<file path="src/include/portal_params.svh">
`ifndef PORTAL_PARAMS_SVH
`define PORTAL_PARAMS_SVH

`define DATA_W 32
`define ADDR_W 32
`define ID_W 6
`define LEN_W 4
`define OFS_W 5
`define CNT_W 5

// Window address fields
`define PORTAL_SEL_BIT 12
`define PAGE_LO 5
`define PAGE_HI 11

// Control page
`define OFS_INTR_STATUS 5'h00
`define OFS_INTR_ENABLE 5'h04
`define OFS_NUM_TILES 5'h08
`define OFS_QUEUE_STATUS 5'h0C
`define OFS_PORTAL_ID 5'h10
`define OFS_NUM_PORTALS 5'h14

// Data page
`define OFS_MSG_DATA 5'h00
`define OFS_MSG_READY 5'h04

`define REQ_PORTAL_ID 32'd5
`define IND_PORTAL_ID 32'd6
`define NUM_TILES 32'd1
`define NUM_PORTALS 32'd2
`define CTRL_DEFAULT 32'h005A05A0

`define ECHO_DEPTH 4

`endif

</file>
<file path="src/verilog/portalPkg.sv">
`default_nettype none

`include "portal_params.svh"

package portalPkg;

  // Address bit 12 picks the portal
  typedef enum logic {
    REQ_PORTAL = 1'b0,
    IND_PORTAL = 1'b1
  } portalSelT;

  typedef logic [`OFS_W-1:0] offsetT;  // Byte offset inside a page
  typedef logic [`CNT_W-1:0] countT;

  typedef enum logic {
    BURST_IDLE,
    BURST_ACTIVE
  } burstStateT;

endpackage

`default_nettype wire

</file>
<file path="src/verilog/axiPkg.sv">
`default_nettype none

`include "portal_params.svh"

package axiPkg;

  typedef logic [`DATA_W-1:0] dataT;
  typedef logic [`ADDR_W-1:0] addrT;
  typedef logic [`ID_W-1:0] idT;
  typedef logic [`LEN_W-1:0] lenT;  // Beats minus one

  // Shared by AR and AW
  typedef struct packed {
    addrT addr;
    lenT len;
    idT id;
  } addrReqT;

  // One word of a burst, portal selection travels with it
  typedef struct packed {
    portalPkg::portalSelT sel;
    logic ctrlPage;
    portalPkg::offsetT offset;
    idT id;
    logic last;
  } beatT;

  typedef struct packed {
    dataT data;
    idT id;
    logic last;
  } readResultT;

  typedef idT writeRespT;

endpackage

`default_nettype wire

</file>
<file path="src/verilog/burstDecode.sv">
`timescale 1ns/1ns
`default_nettype none

`include "portal_params.svh"

module burstDecode (
  input wire CLK,
  input wire RST_N,
  input wire axiPkg::addrReqT req,
  input wire reqValid,
  output logic reqReady,
  output axiPkg::beatT beat,
  output logic beatValid,
  input wire beatReady
);

  portalPkg::burstStateT state;
  portalPkg::offsetT offset;
  portalPkg::countT remaining;  // Beats still to send
  portalPkg::portalSelT sel;
  logic ctrlPage;
  axiPkg::idT id;

  logic lastBeat;
  logic accept;
  logic beatTaken;

  assign lastBeat = remaining == portalPkg::countT'(1);
  assign beatValid = state == portalPkg::BURST_ACTIVE;
  assign beatTaken = beatValid && beatReady;

  // Next burst may start as the last beat leaves
  assign reqReady = !beatValid || (beatReady && lastBeat);
  assign accept = reqValid && reqReady;

  assign beat = '{
    sel: sel,
    ctrlPage: ctrlPage,
    offset: offset,
    id: id,
    last: lastBeat
  };

  always_ff @(posedge CLK) begin
    if (!RST_N) begin
      state <= portalPkg::BURST_IDLE;
    end else if (accept) begin
      state <= portalPkg::BURST_ACTIVE;
    end else if (beatTaken && lastBeat) begin
      state <= portalPkg::BURST_IDLE;
    end
  end

  always_ff @(posedge CLK) begin
    if (accept) begin
      offset <= req.addr[`OFS_W-1:0];
      remaining <= portalPkg::countT'(req.len) + 1'b1;
      sel <= portalPkg::portalSelT'(req.addr[`PORTAL_SEL_BIT]);
      ctrlPage <= req.addr[`PAGE_HI:`PAGE_LO] == '0;
      id <= req.id;
    end else if (beatTaken) begin
      offset <= offset + portalPkg::offsetT'(4);  // Wraps inside the page
      remaining <= remaining - 1'b1;
    end
  end

endmodule

`default_nettype wire

</file>
<file path="src/verilog/echoQueue.sv">
`timescale 1ns/1ns
`default_nettype none

`include "portal_params.svh"

module echoQueue #(
  parameter int DEPTH = `ECHO_DEPTH
) (
  input wire CLK,
  input wire RST_N,
  input wire push,
  input wire axiPkg::dataT pushData,
  input wire pop,
  output axiPkg::dataT popData,
  output logic notEmpty,
  output logic notFull
);

  localparam int PTR_W = $clog2(DEPTH);

  axiPkg::dataT mem [DEPTH];
  logic [PTR_W-1:0] wrPtr;
  logic [PTR_W-1:0] rdPtr;
  logic [PTR_W:0] count;

  function automatic logic [PTR_W-1:0] nextPtr(input logic [PTR_W-1:0] ptr);
    return (ptr == PTR_W'(DEPTH - 1)) ? '0 : ptr + 1'b1;
  endfunction

  assign popData = mem[rdPtr];
  assign notEmpty = count != '0;
  assign notFull = count != (PTR_W + 1)'(DEPTH);

  always_ff @(posedge CLK) begin
    if (push) mem[wrPtr] <= pushData;
  end

  always_ff @(posedge CLK) begin
    if (!RST_N) begin
      wrPtr <= '0;
      rdPtr <= '0;
      count <= '0;
    end else begin
      if (push) wrPtr <= nextPtr(wrPtr);
      if (pop) rdPtr <= nextPtr(rdPtr);
      count <= count + (PTR_W + 1)'(push) - (PTR_W + 1)'(pop);
    end
  end

endmodule

`default_nettype wire

</file>
<file path="src/verilog/portalExecute.sv">
`timescale 1ns/1ns
`default_nettype none

`include "portal_params.svh"

module portalExecute (
  input wire CLK,
  input wire RST_N,
  input wire axiPkg::beatT readBeat,
  input wire readBeatValid,
  output logic readBeatReady,
  output axiPkg::readResultT readResult,
  output logic readResultValid,
  input wire readResultReady,
  input wire axiPkg::beatT writeBeat,
  input wire writeBeatValid,
  output logic writeBeatReady,
  input wire axiPkg::dataT wData,
  input wire wValid,
  output logic wReady,
  output axiPkg::writeRespT writeResp,
  output logic writeRespValid,
  input wire writeRespReady,
  output logic irq
);

  logic intrEnable;
  logic queueNotEmpty;
  logic queueNotFull;
  axiPkg::dataT queueData;
  logic readMsg;
  logic readOk;
  logic writeMsg;
  logic writeOk;
  logic writeFire;
  logic intrStatus;
  axiPkg::dataT ctrlValue;
  axiPkg::dataT dataValue;

  // Read side
  assign readMsg = readBeat.sel == portalPkg::IND_PORTAL && !readBeat.ctrlPage &&
                   readBeat.offset == `OFS_MSG_DATA;
  assign readOk = !readMsg || queueNotEmpty;  // Hold until an indication is there
  assign readResultValid = readBeatValid && readOk;
  assign readBeatReady = readResultReady && readOk;

  assign intrStatus = readBeat.sel == portalPkg::IND_PORTAL && queueNotEmpty;

  always_comb begin
    case (readBeat.offset)
      `OFS_INTR_STATUS, `OFS_QUEUE_STATUS: ctrlValue = axiPkg::dataT'(intrStatus);
      `OFS_NUM_TILES: ctrlValue = `NUM_TILES;
      `OFS_PORTAL_ID: ctrlValue = (readBeat.sel == portalPkg::IND_PORTAL) ?
                                  `IND_PORTAL_ID : `REQ_PORTAL_ID;
      `OFS_NUM_PORTALS: ctrlValue = `NUM_PORTALS;
      default: ctrlValue = `CTRL_DEFAULT;
    endcase
    if (readMsg) dataValue = queueData;
    else if (readBeat.offset == `OFS_MSG_READY) dataValue = axiPkg::dataT'(queueNotFull);
    else dataValue = '0;
  end

  assign readResult = '{
    data: readBeat.ctrlPage ? ctrlValue : dataValue,
    id: readBeat.id,
    last: readBeat.last
  };

  // Write side, one W word per write beat
  assign writeMsg = writeBeat.sel == portalPkg::REQ_PORTAL && !writeBeat.ctrlPage &&
                    writeBeat.offset == `OFS_MSG_DATA;
  assign writeOk = (!writeMsg || queueNotFull) && (!writeBeat.last || writeRespReady);
  assign writeBeatReady = wValid && writeOk;
  assign wReady = writeBeatValid && writeOk;
  assign writeFire = writeBeatValid && wValid && writeOk;

  assign writeRespValid = writeBeatValid && wValid && writeBeat.last &&
                          (!writeMsg || queueNotFull);
  assign writeResp = writeBeat.id;

  always_ff @(posedge CLK) begin
    if (!RST_N) begin
      intrEnable <= 1'b0;
    end else if (writeFire && writeBeat.ctrlPage && writeBeat.offset == `OFS_INTR_ENABLE) begin
      intrEnable <= wData[0];
    end
  end

  assign irq = intrEnable && queueNotEmpty;

  // Stands in for the user logic
  echoQueue echo_i (
    .CLK(CLK),
    .RST_N(RST_N),
    .push(writeFire && writeMsg),
    .pushData(wData),
    .pop(readBeatValid && readBeatReady && readMsg),
    .popData(queueData),
    .notEmpty(queueNotEmpty),
    .notFull(queueNotFull)
  );

endmodule

`default_nettype wire

</file>
<file path="src/verilog/busResult.sv">
`timescale 1ns/1ns
`default_nettype none

module busResult (
  input wire CLK,
  input wire RST_N,
  input wire axiPkg::readResultT readResult,
  input wire readResultValid,
  output logic readResultReady,
  input wire axiPkg::writeRespT writeResp,
  input wire writeRespValid,
  output logic writeRespReady,
  output axiPkg::readResultT r,
  output logic rValid,
  input wire rReady,
  output axiPkg::writeRespT b,
  output logic bValid,
  input wire bReady
);

  axiPkg::readResultT rMem [2];
  logic rHead;
  logic rTail;
  logic [1:0] rCount;
  logic rPush;
  logic rPop;

  axiPkg::writeRespT bMem [2];
  logic bHead;
  logic bTail;
  logic [1:0] bCount;
  logic bPush;
  logic bPop;

  // Read data channel
  assign r = rMem[rHead];
  assign rValid = rCount != 2'd0;
  assign readResultReady = rCount != 2'd2 || rReady;  // Full slot frees as head leaves
  assign rPush = readResultValid && readResultReady;
  assign rPop = rValid && rReady;

  // Write response channel
  assign b = bMem[bHead];
  assign bValid = bCount != 2'd0;
  assign writeRespReady = bCount != 2'd2 || bReady;
  assign bPush = writeRespValid && writeRespReady;
  assign bPop = bValid && bReady;

  always_ff @(posedge CLK) begin
    if (rPush) rMem[rTail] <= readResult;
    if (bPush) bMem[bTail] <= writeResp;
  end

  always_ff @(posedge CLK) begin
    if (!RST_N) begin
      rHead <= 1'b0;
      rTail <= 1'b0;
      rCount <= 2'd0;
      bHead <= 1'b0;
      bTail <= 1'b0;
      bCount <= 2'd0;
    end else begin
      if (rPush) rTail <= !rTail;
      if (rPop) rHead <= !rHead;
      rCount <= rCount + 2'(rPush) - 2'(rPop);
      if (bPush) bTail <= !bTail;
      if (bPop) bHead <= !bHead;
      bCount <= bCount + 2'(bPush) - 2'(bPop);
    end
  end

endmodule

`default_nettype wire

</file>
<file path="src/verilog/portalTop.sv">
`timescale 1ns/1ns
`default_nettype none

`include "portal_params.svh"

module portalTop (
  input wire CLK,
  input wire RST_N,
  input wire axiPkg::addrReqT ar,
  input wire arValid,
  output logic arReady,
  output axiPkg::readResultT r,
  output logic rValid,
  input wire rReady,
  input wire axiPkg::addrReqT aw,
  input wire awValid,
  output logic awReady,
  input wire axiPkg::dataT wData,
  input wire wValid,
  output logic wReady,
  output axiPkg::writeRespT b,
  output logic bValid,
  input wire bReady,
  output logic irq
);

  axiPkg::beatT readBeat;
  logic readBeatValid;
  logic readBeatReady;
  axiPkg::beatT writeBeat;
  logic writeBeatValid;
  logic writeBeatReady;
  axiPkg::readResultT readResult;
  logic readResultValid;
  logic readResultReady;
  axiPkg::writeRespT writeResp;
  logic writeRespValid;
  logic writeRespReady;

  burstDecode readDecode_i (
    .CLK(CLK),
    .RST_N(RST_N),
    .req(ar),
    .reqValid(arValid),
    .reqReady(arReady),
    .beat(readBeat),
    .beatValid(readBeatValid),
    .beatReady(readBeatReady)
  );

  burstDecode writeDecode_i (
    .CLK(CLK),
    .RST_N(RST_N),
    .req(aw),
    .reqValid(awValid),
    .reqReady(awReady),
    .beat(writeBeat),
    .beatValid(writeBeatValid),
    .beatReady(writeBeatReady)
  );

  portalExecute execute_i (
    .CLK(CLK),
    .RST_N(RST_N),
    .readBeat(readBeat),
    .readBeatValid(readBeatValid),
    .readBeatReady(readBeatReady),
    .readResult(readResult),
    .readResultValid(readResultValid),
    .readResultReady(readResultReady),
    .writeBeat(writeBeat),
    .writeBeatValid(writeBeatValid),
    .writeBeatReady(writeBeatReady),
    .wData(wData),
    .wValid(wValid),
    .wReady(wReady),
    .writeResp(writeResp),
    .writeRespValid(writeRespValid),
    .writeRespReady(writeRespReady),
    .irq(irq)
  );

  busResult result_i (
    .CLK(CLK),
    .RST_N(RST_N),
    .readResult(readResult),
    .readResultValid(readResultValid),
    .readResultReady(readResultReady),
    .writeResp(writeResp),
    .writeRespValid(writeRespValid),
    .writeRespReady(writeRespReady),
    .r(r),
    .rValid(rValid),
    .rReady(rReady),
    .b(b),
    .bValid(bValid),
    .bReady(bReady)
  );

endmodule

`default_nettype wire

</file>
<file path="config.mk">
export PLATFORM = sky130hd
export DESIGN_NAME = portalTop
export DESIGN_NICKNAME = d
export VERILOG_FILES = /design/src/verilog/portalPkg.sv /design/src/verilog/axiPkg.sv /design/src/verilog/burstDecode.sv /design/src/verilog/echoQueue.sv /design/src/verilog/portalExecute.sv /design/src/verilog/busResult.sv /design/src/verilog/portalTop.sv
export VERILOG_INCLUDE_DIRS = /design/src /design/src/include
export SDC_FILE = /design/constraint.sdc
export NUM_CORES = 1
export LEC_CHECK = 0
export ABC_AREA = 1
export BUFFER_PORTS_ARGS = -buffer_cell sky130_fd_sc_hd__buf_2
export CORE_MARGIN = 5
export CORE_UTILIZATION = 30
export CTS_BUF_LIST = sky130_fd_sc_hd__clkbuf_16
export DETAILED_ROUTE_END_ITERATION = 8
export PLACE_DENSITY = 0.5
export SLEW_MARGIN = 15
export SYNTH_ARGS = -nofsm -noshare
export SYNTH_HDL_FRONTEND = slang
export SYNTH_SLANG_ARGS = --single-unit
</file>
<file path="constraint.sdc">
create_clock -name CLK -period 4.9 [get_ports CLK]
set_input_delay 0.735 -clock CLK [delete_from_list [all_inputs] [get_ports CLK]]
set_output_delay 0.735 -clock CLK [all_outputs]
set_load 0.02 [all_outputs]
</file>
Word level (Yosys, flattened, before mapping)
Memories as Yosys holds them, arrays and structs flattened. A register that Yosys moved wholly into a read port is not among the register bits.
Cells that the tools add are included.

operators by class
  eq/ne operators = 13
  muxes and demuxes = 31
  add/sub/neg operators = 14
  reductions and logical operators = 61
  bitwise operators = 1

operators with widths
  kind                   count
  $pmux W32 S4           1
  $mux W32               2
  $mux W5                8
  $logic_and A1 B1 Y1    31
  $mux W1                15
  $logic_not A7 Y1       2
  $reduce_bool A2 Y1     6
  $logic_not A1 Y1       11
  $add A4 B1 Y5 const B  2
  $add A5 B3 Y5 const B  2
  $eq A5 B1 Y1 const B   2
  $eq A5 B3 Y1 const B   2
  $eq A5 B4 Y1 const B   2
  $eq A5 B5 Y1 const B   2
  $logic_not A5 Y1       2
  $mux W2                5
  $sub A5 B1 Y5 const B  2
  $logic_or A1 B1 Y1     7
  $add A2 B1 Y2          2
  $add A2 B1 Y2 const B  2
  $eq A2 B2 Y1 const B   2
  $ne A2 B2 Y1 const B   2
  $sub A2 B1 Y2          2
  $add A3 B1 Y3          1
  5 further kinds        5

storage, ports and cells
  input bits = 123
  bits in registers = 54
  memories = 3
  logic and storage cells = 145
  memory bits (writable) = 218
  output and inout port bits = 51

memory list
  memory                depth  bits a word  rd ports  clocked after Yosys merged registers in  wr ports  RTL line         source
  execute_i.echo_i.mem  4      32           1         1                                        1         echoQueue.sv:21  axiPkg::dataT mem [DEPTH];
  result_i.rMem         2      39           1         1                                        1         busResult.sv:21  axiPkg::readResultT rMem [2];
  result_i.bMem         2      6            1         1                                        1         busResult.sv:28  axiPkg::writeRespT bMem [2];

Longest topological paths before layout
  word-level depth = 11
  depth in mapped cells = 13
  mapped depth without buffers = 13

Hierarchy
Synthesis repeated with hierarchy kept, for this count alone.

second synthesis, totals
  cell total of the unflattened synthesis = 982
  area total of the unflattened synthesis = 11921.4 sq um

by module, submodules not included
  module         instances  area each (sq um)  sequential area each (sq um)  cells an instance
  echoQueue      1          5530.3             4023.9                        432
  busResult      1          3772.4             2902.8                        209
  burstDecode    2          979.7              560.5                         99
  portalExecute  1          659.4              20.0                          143

Worst setup path before layout
Ideal clock, no wire load.

  path type = input-to-reg
  start point = input rReady
  end point = memory result_i.rMem[1][0] in the netlist's numbering, enable pin
  data required time = 4.465 ns
  arrival = 2.678 ns
  slack = 1.786 ns
  cell stages on the path = 3
  setup time = 0.435 ns
  buffers on the path = 0
  cells stage by stage = nand3b_1 -> nand3_1 -> nor2_1

on the way
  cells in the longest elaborated chain, start to end = 4

RTL lines
  element                        RTL line         source
  start: declaration             portalTop.sv:14  input wire rReady,
  $logic_or A1 B1 Y1             busResult.sv:38  assign readResultReady = rCount != 2'd2 || rReady;
  $logic_and A1 B1 Y1            busResult.sv:39  assign rPush = readResultValid && readResultReady;
  $mux W1                        busResult.sv:50  if (rPush) rMem[rTail] <= readResult;
  $mux W1 (implied by the code)  busResult.sv:50
  end: declaration               busResult.sv:21

No other way between the ends.

Worst setup path in the final report
  start point = register readDecode_i.offset[2]
  end point = output arReady

on the way
  cells in the longest elaborated chain, start to end = 7

RTL lines
  element                               RTL line             source
  start: declaration                    burstDecode.sv:18    portalPkg::offsetT offset;
  start signal: assignment              burstDecode.sv:56    offset <= req.addr[`OFS_W-1:0];
  start signal: assignment              burstDecode.sv:62    offset <= offset + portalPkg::offsetT'(4);
  $logic_not A5 Y1 (no source line)     -
  $logic_and A1 B1 Y1 (no source line)  -
  $logic_not A1 Y1                      portalExecute.sv:43  assign readOk = !readMsg || queueNotEmpty;
  $logic_or A1 B1 Y1                    portalExecute.sv:43
  $logic_and A1 B1 Y1                   portalExecute.sv:45  assign readBeatReady = readResultReady && readOk;
  $logic_and A1 B1 Y1                   burstDecode.sv:33    assign reqReady = !beatValid || (beatReady && lastBeat);
  $logic_or A1 B1 Y1                    burstDecode.sv:33
  end: declaration                      portalTop.sv:11      output logic arReady,

No other way between the ends.

==> results.cfg <==
[run_status]
status = finished, final reports clean

[global_routing]
grt_max_degree = 75
grt_antenna_before_repair = 4
grt_pass1_vias = 7040
grt_pass1_wl_um = 38200
grt-ovfl-total = 0
grt_usage_pct = 11.5

[die]
fp-row-count = 71
core_area_mm2 = 0.0376
die_w_um = 205
die_area_mm2 = 0.0419
initial_utilization_pct = 30.3
ios = 174
die_y_um = 205

[worst_setup_path]
path_delay_family = simple AND/OR/NAND/NOR gates
regToRegStartpoint = readDecode_i.offset[2]
r2r_cells = 13
cp_max_fo = 13
crit_path_end_kind = output port
path_class = register to output port
rrSetupSlack_ps = 2100
arrival_ps = 2390
path_depth = 8
critPathBufInv = 2
worstSetupStartpointType = register
cpMaxStageDelayCell = edfxtp_1
path_cells = inv_1 -> ha_1 -> nand3_2 -> nor2_4 -> nand2_2 -> nand3_2 -> nand2_2 -> buf_2
r2r_end = execute_i.echo_i.count[2]
cpPeakStageDelay_ps = 420
critPathRequiredTime_ps = 4160

[timing]
max_slew_margin_pct = 28.1
fin_crit_ps = 3130
worstMarginPinSlew_ps = 1080
worst_hold_slack_ps = 355
hold_viol = 0
finClkSkew_ps = 15.0
finalCritPeriodShare_pct = 63.8
rsz0062_at_grt = false
finalMaxSlewViolations = 0
setup_viol = 0
worst_slack_ps = 1770
tns_ps = 0
fmax_mhz = 320

[synth]
synth_compound_area_share_pct = 4.87
yosysSeqAreaShare_pct = 70.9
synth_area_mm2 = 0.0114
synth_top_family_by_area = simple AND/OR/NAND/NOR gates
ys_ff_latch = 276
ys_types = 37
synth_fp_nets = 1041
syn_inst = 893
synth_adder_area_share_pct = 2.82
syn-mean-instance-area_um2 = 12.7
synthMuxAreaShare_pct = 4.46
yosysWarnings = 0
synthSimpleGateAreaFrac_pct = 11.6
synth_xor_area_share_pct = 1.08

[placement]
portBuffers = 135
place_inst = 1514
pre_cts_ws_ps = 1930
hpwl_um = 15100
gp_congestion = 0.746

[power_and_ir_drop]
power_w = 0.00574
worst_ir_drop_vdd_uv = 263
pwr_density_cell_mw_per_mm2 = 421
leakagePower_nw = 5.30

[routing]
drc = 0
detail_route.first_pass.iterations = 4
viasPerCell = 4.32
ant_nets = 0
totalWireLength_um = 24300
drt-initial-drc-count = 222
wl_per_cell_um = 15.5
vias = 6787

[layout]
fin_nets = 1184
area_delta_synth_final_pct = 19.9
fin_cells = 1572
drive_gt1_share_pct = 25.1

[clock_tree]
cts_num_sinks = 276
holdBufCountCts = 0
cts_tree = built
clockBufferDepth = 3
htreeDepth = 1
clk_pin_slew_ps = 60
post-cts-setup-buffer-count = 0
cts_root_buffer = clkbuf_16
cts_made_buffers = 31
post_cts_resized = 0
clkLatencyLatePin_ps = 550

[flow_run]
maxCapViolCount = 0

[hold_path]
hold_start = aw[0]
whs_endpoint = writeDecode_i.id[0]
min_path_cells = 1
min-delay-path-class = input pin to register
## layout by cell type (no fill, tap or decap), types with 2 or more instances in the layout
cell | Yosys | final
edfxtp_1 | 254 | 254
buf_2 | 15 | 135
nor2_1 | 128 | 123
nand2_1 | 107 | 107
inv_1 | 78 | 80
o21ai_0 | 57 | 57
nand3_1 | 47 | 47
mux2_2 | 45 | 45
a21oi_1 | 41 | 41
clkbuf_16 | 0 | 31
ha_1 | 24 | 24
dfxtp_1 | 22 | 20
xor2_1 | 13 | 13
buf_4 | 1 | 9
clkinv_2 | 0 | 8
clkinv_1 | 1 | 7
nor2_4 | 1 | 6
inv_2 | 3 | 5
nand2_2 | 5 | 5
o21ai_1 | 5 | 5
nand3_2 | 4 | 4
nand4_1 | 4 | 4
bufinv_16 | 0 | 4
nand3b_1 | 3 | 3
inv_6 | 0 | 3
nor2_2 | 2 | 2
or2_2 | 2 | 2
nor4_1 | 2 | 2
a21oi_2 | 2 | 2
dfxtp_2 | 0 | 2
## cell type report
cell class              instances  area (µm²)
flip-flops and latches        276        8070
well taps                     511         639
repair buffers                144         743
clock inverters                26         231
inverters                      82         308
fillers                      3690       23900
clock buffers                  31         776
multi-input cells             501        2860
diodes                          1        2.50
## per-stage QoR
stage / cell area [µm²] / util (%)
final: 13600 / 36.3
after global routing: 13600 / 36.3
after CTS: 13600 / 36.3
after detailed placement: 12600 / 33.6
after global placement: 12600 / 33.6
after floorplan: 11400 / -
## routing by layer
metal | global-route usage, % | vias up | wire [µm]
li1 | - | 3401 | -
met1 | 14.3 | 3198 | 10600
met2 | 20.2 | 129 | 11700
met3 | 2.56 | 53 | 1340
met4 | 3.04 | 6 | 569
met5 | 0 | - | 28
## worst max path at each step
stage | start | end
5_1_grt | readDecode_i.offset[2] | arReady
3_3_place_gp | bReady | execute_i.echo_i.mem[3][14]
2_1_floorplan | rReady | result_i.rMem[1][0]
6_report | readDecode_i.offset[2] | arReady
4_1_cts | readDecode_i.offset[2] | arReady
3_5_place_dp | bReady | execute_i.echo_i.mem[3][14]
## cell families (layout without fill, tap and decap cells)
group | Yosys count | after routing
adders and majority gates | 25 | 25
other | 0 | 1
AOI/OAI and AO/OA | 108 | 108
and+or+nand+nor | 309 | 309
DFF | 276 | 276
buffers and inverters | 116 | 283
xor gates and xnor gates | 14 | 14
muxes | 45 | 45
## synth_stat cells
library cell  instances  share of area (%)
edfxtp_1            254                 67
nor2_1              128                4.2
nand2_1             107                3.5
inv_1                78                2.6
o21ai_0              57                2.5
nand3_1              47                2.1
mux2_2               45                4.5
a21oi_1              41                1.8
ha_1                 24                2.6
dfxtp_1              22                3.9
buf_2                15               0.66
clkbuf_1             13               0.43
xor2_1               13                1.0
nand2_2               5               0.28
o21ai_1               5               0.22
nand3_2               4               0.35
nand4_1               4               0.22
buf_6                 3               0.30
inv_2                 3              0.099
nand3b_1              3               0.20
a21oi_2               2               0.15
buf_1                 2              0.066
nor2_2                2               0.11
nor4_1                2               0.11
or2_2                 2               0.11
buf_4                 1              0.066
clkinv_1              1              0.033
fa_1                  1               0.18
nand2_4               1              0.099
nand4_2               1               0.11
nor2_4                1              0.099
nor3_1                1              0.044
nor3b_1               1              0.066
o211ai_1              1              0.066
o21bai_1              1              0.066
o22ai_1               1              0.055
xnor2_1               1              0.077
## sequential cells by signal (all words and copies together) (netlist names), 3 cells and up, named ones only
signal                   cells
execute_i.echo_i.mem       128
result_i.rMem               78
result_i.bMem               12
readDecode_i.id              6
writeDecode_i.id             6
readDecode_i.offset          5
readDecode_i.remaining       5
writeDecode_i.offset         5
writeDecode_i.remaining      5
execute_i.echo_i.count       3
## power breakdown
group	switching, W	internal (W)
Combinational	0.000444	0.000274
Clock	0.000914	0.00136
Sequential	0.0000453	0.00271
Total	0.00140	0.00434
Power figures use the tool's default switching activity.
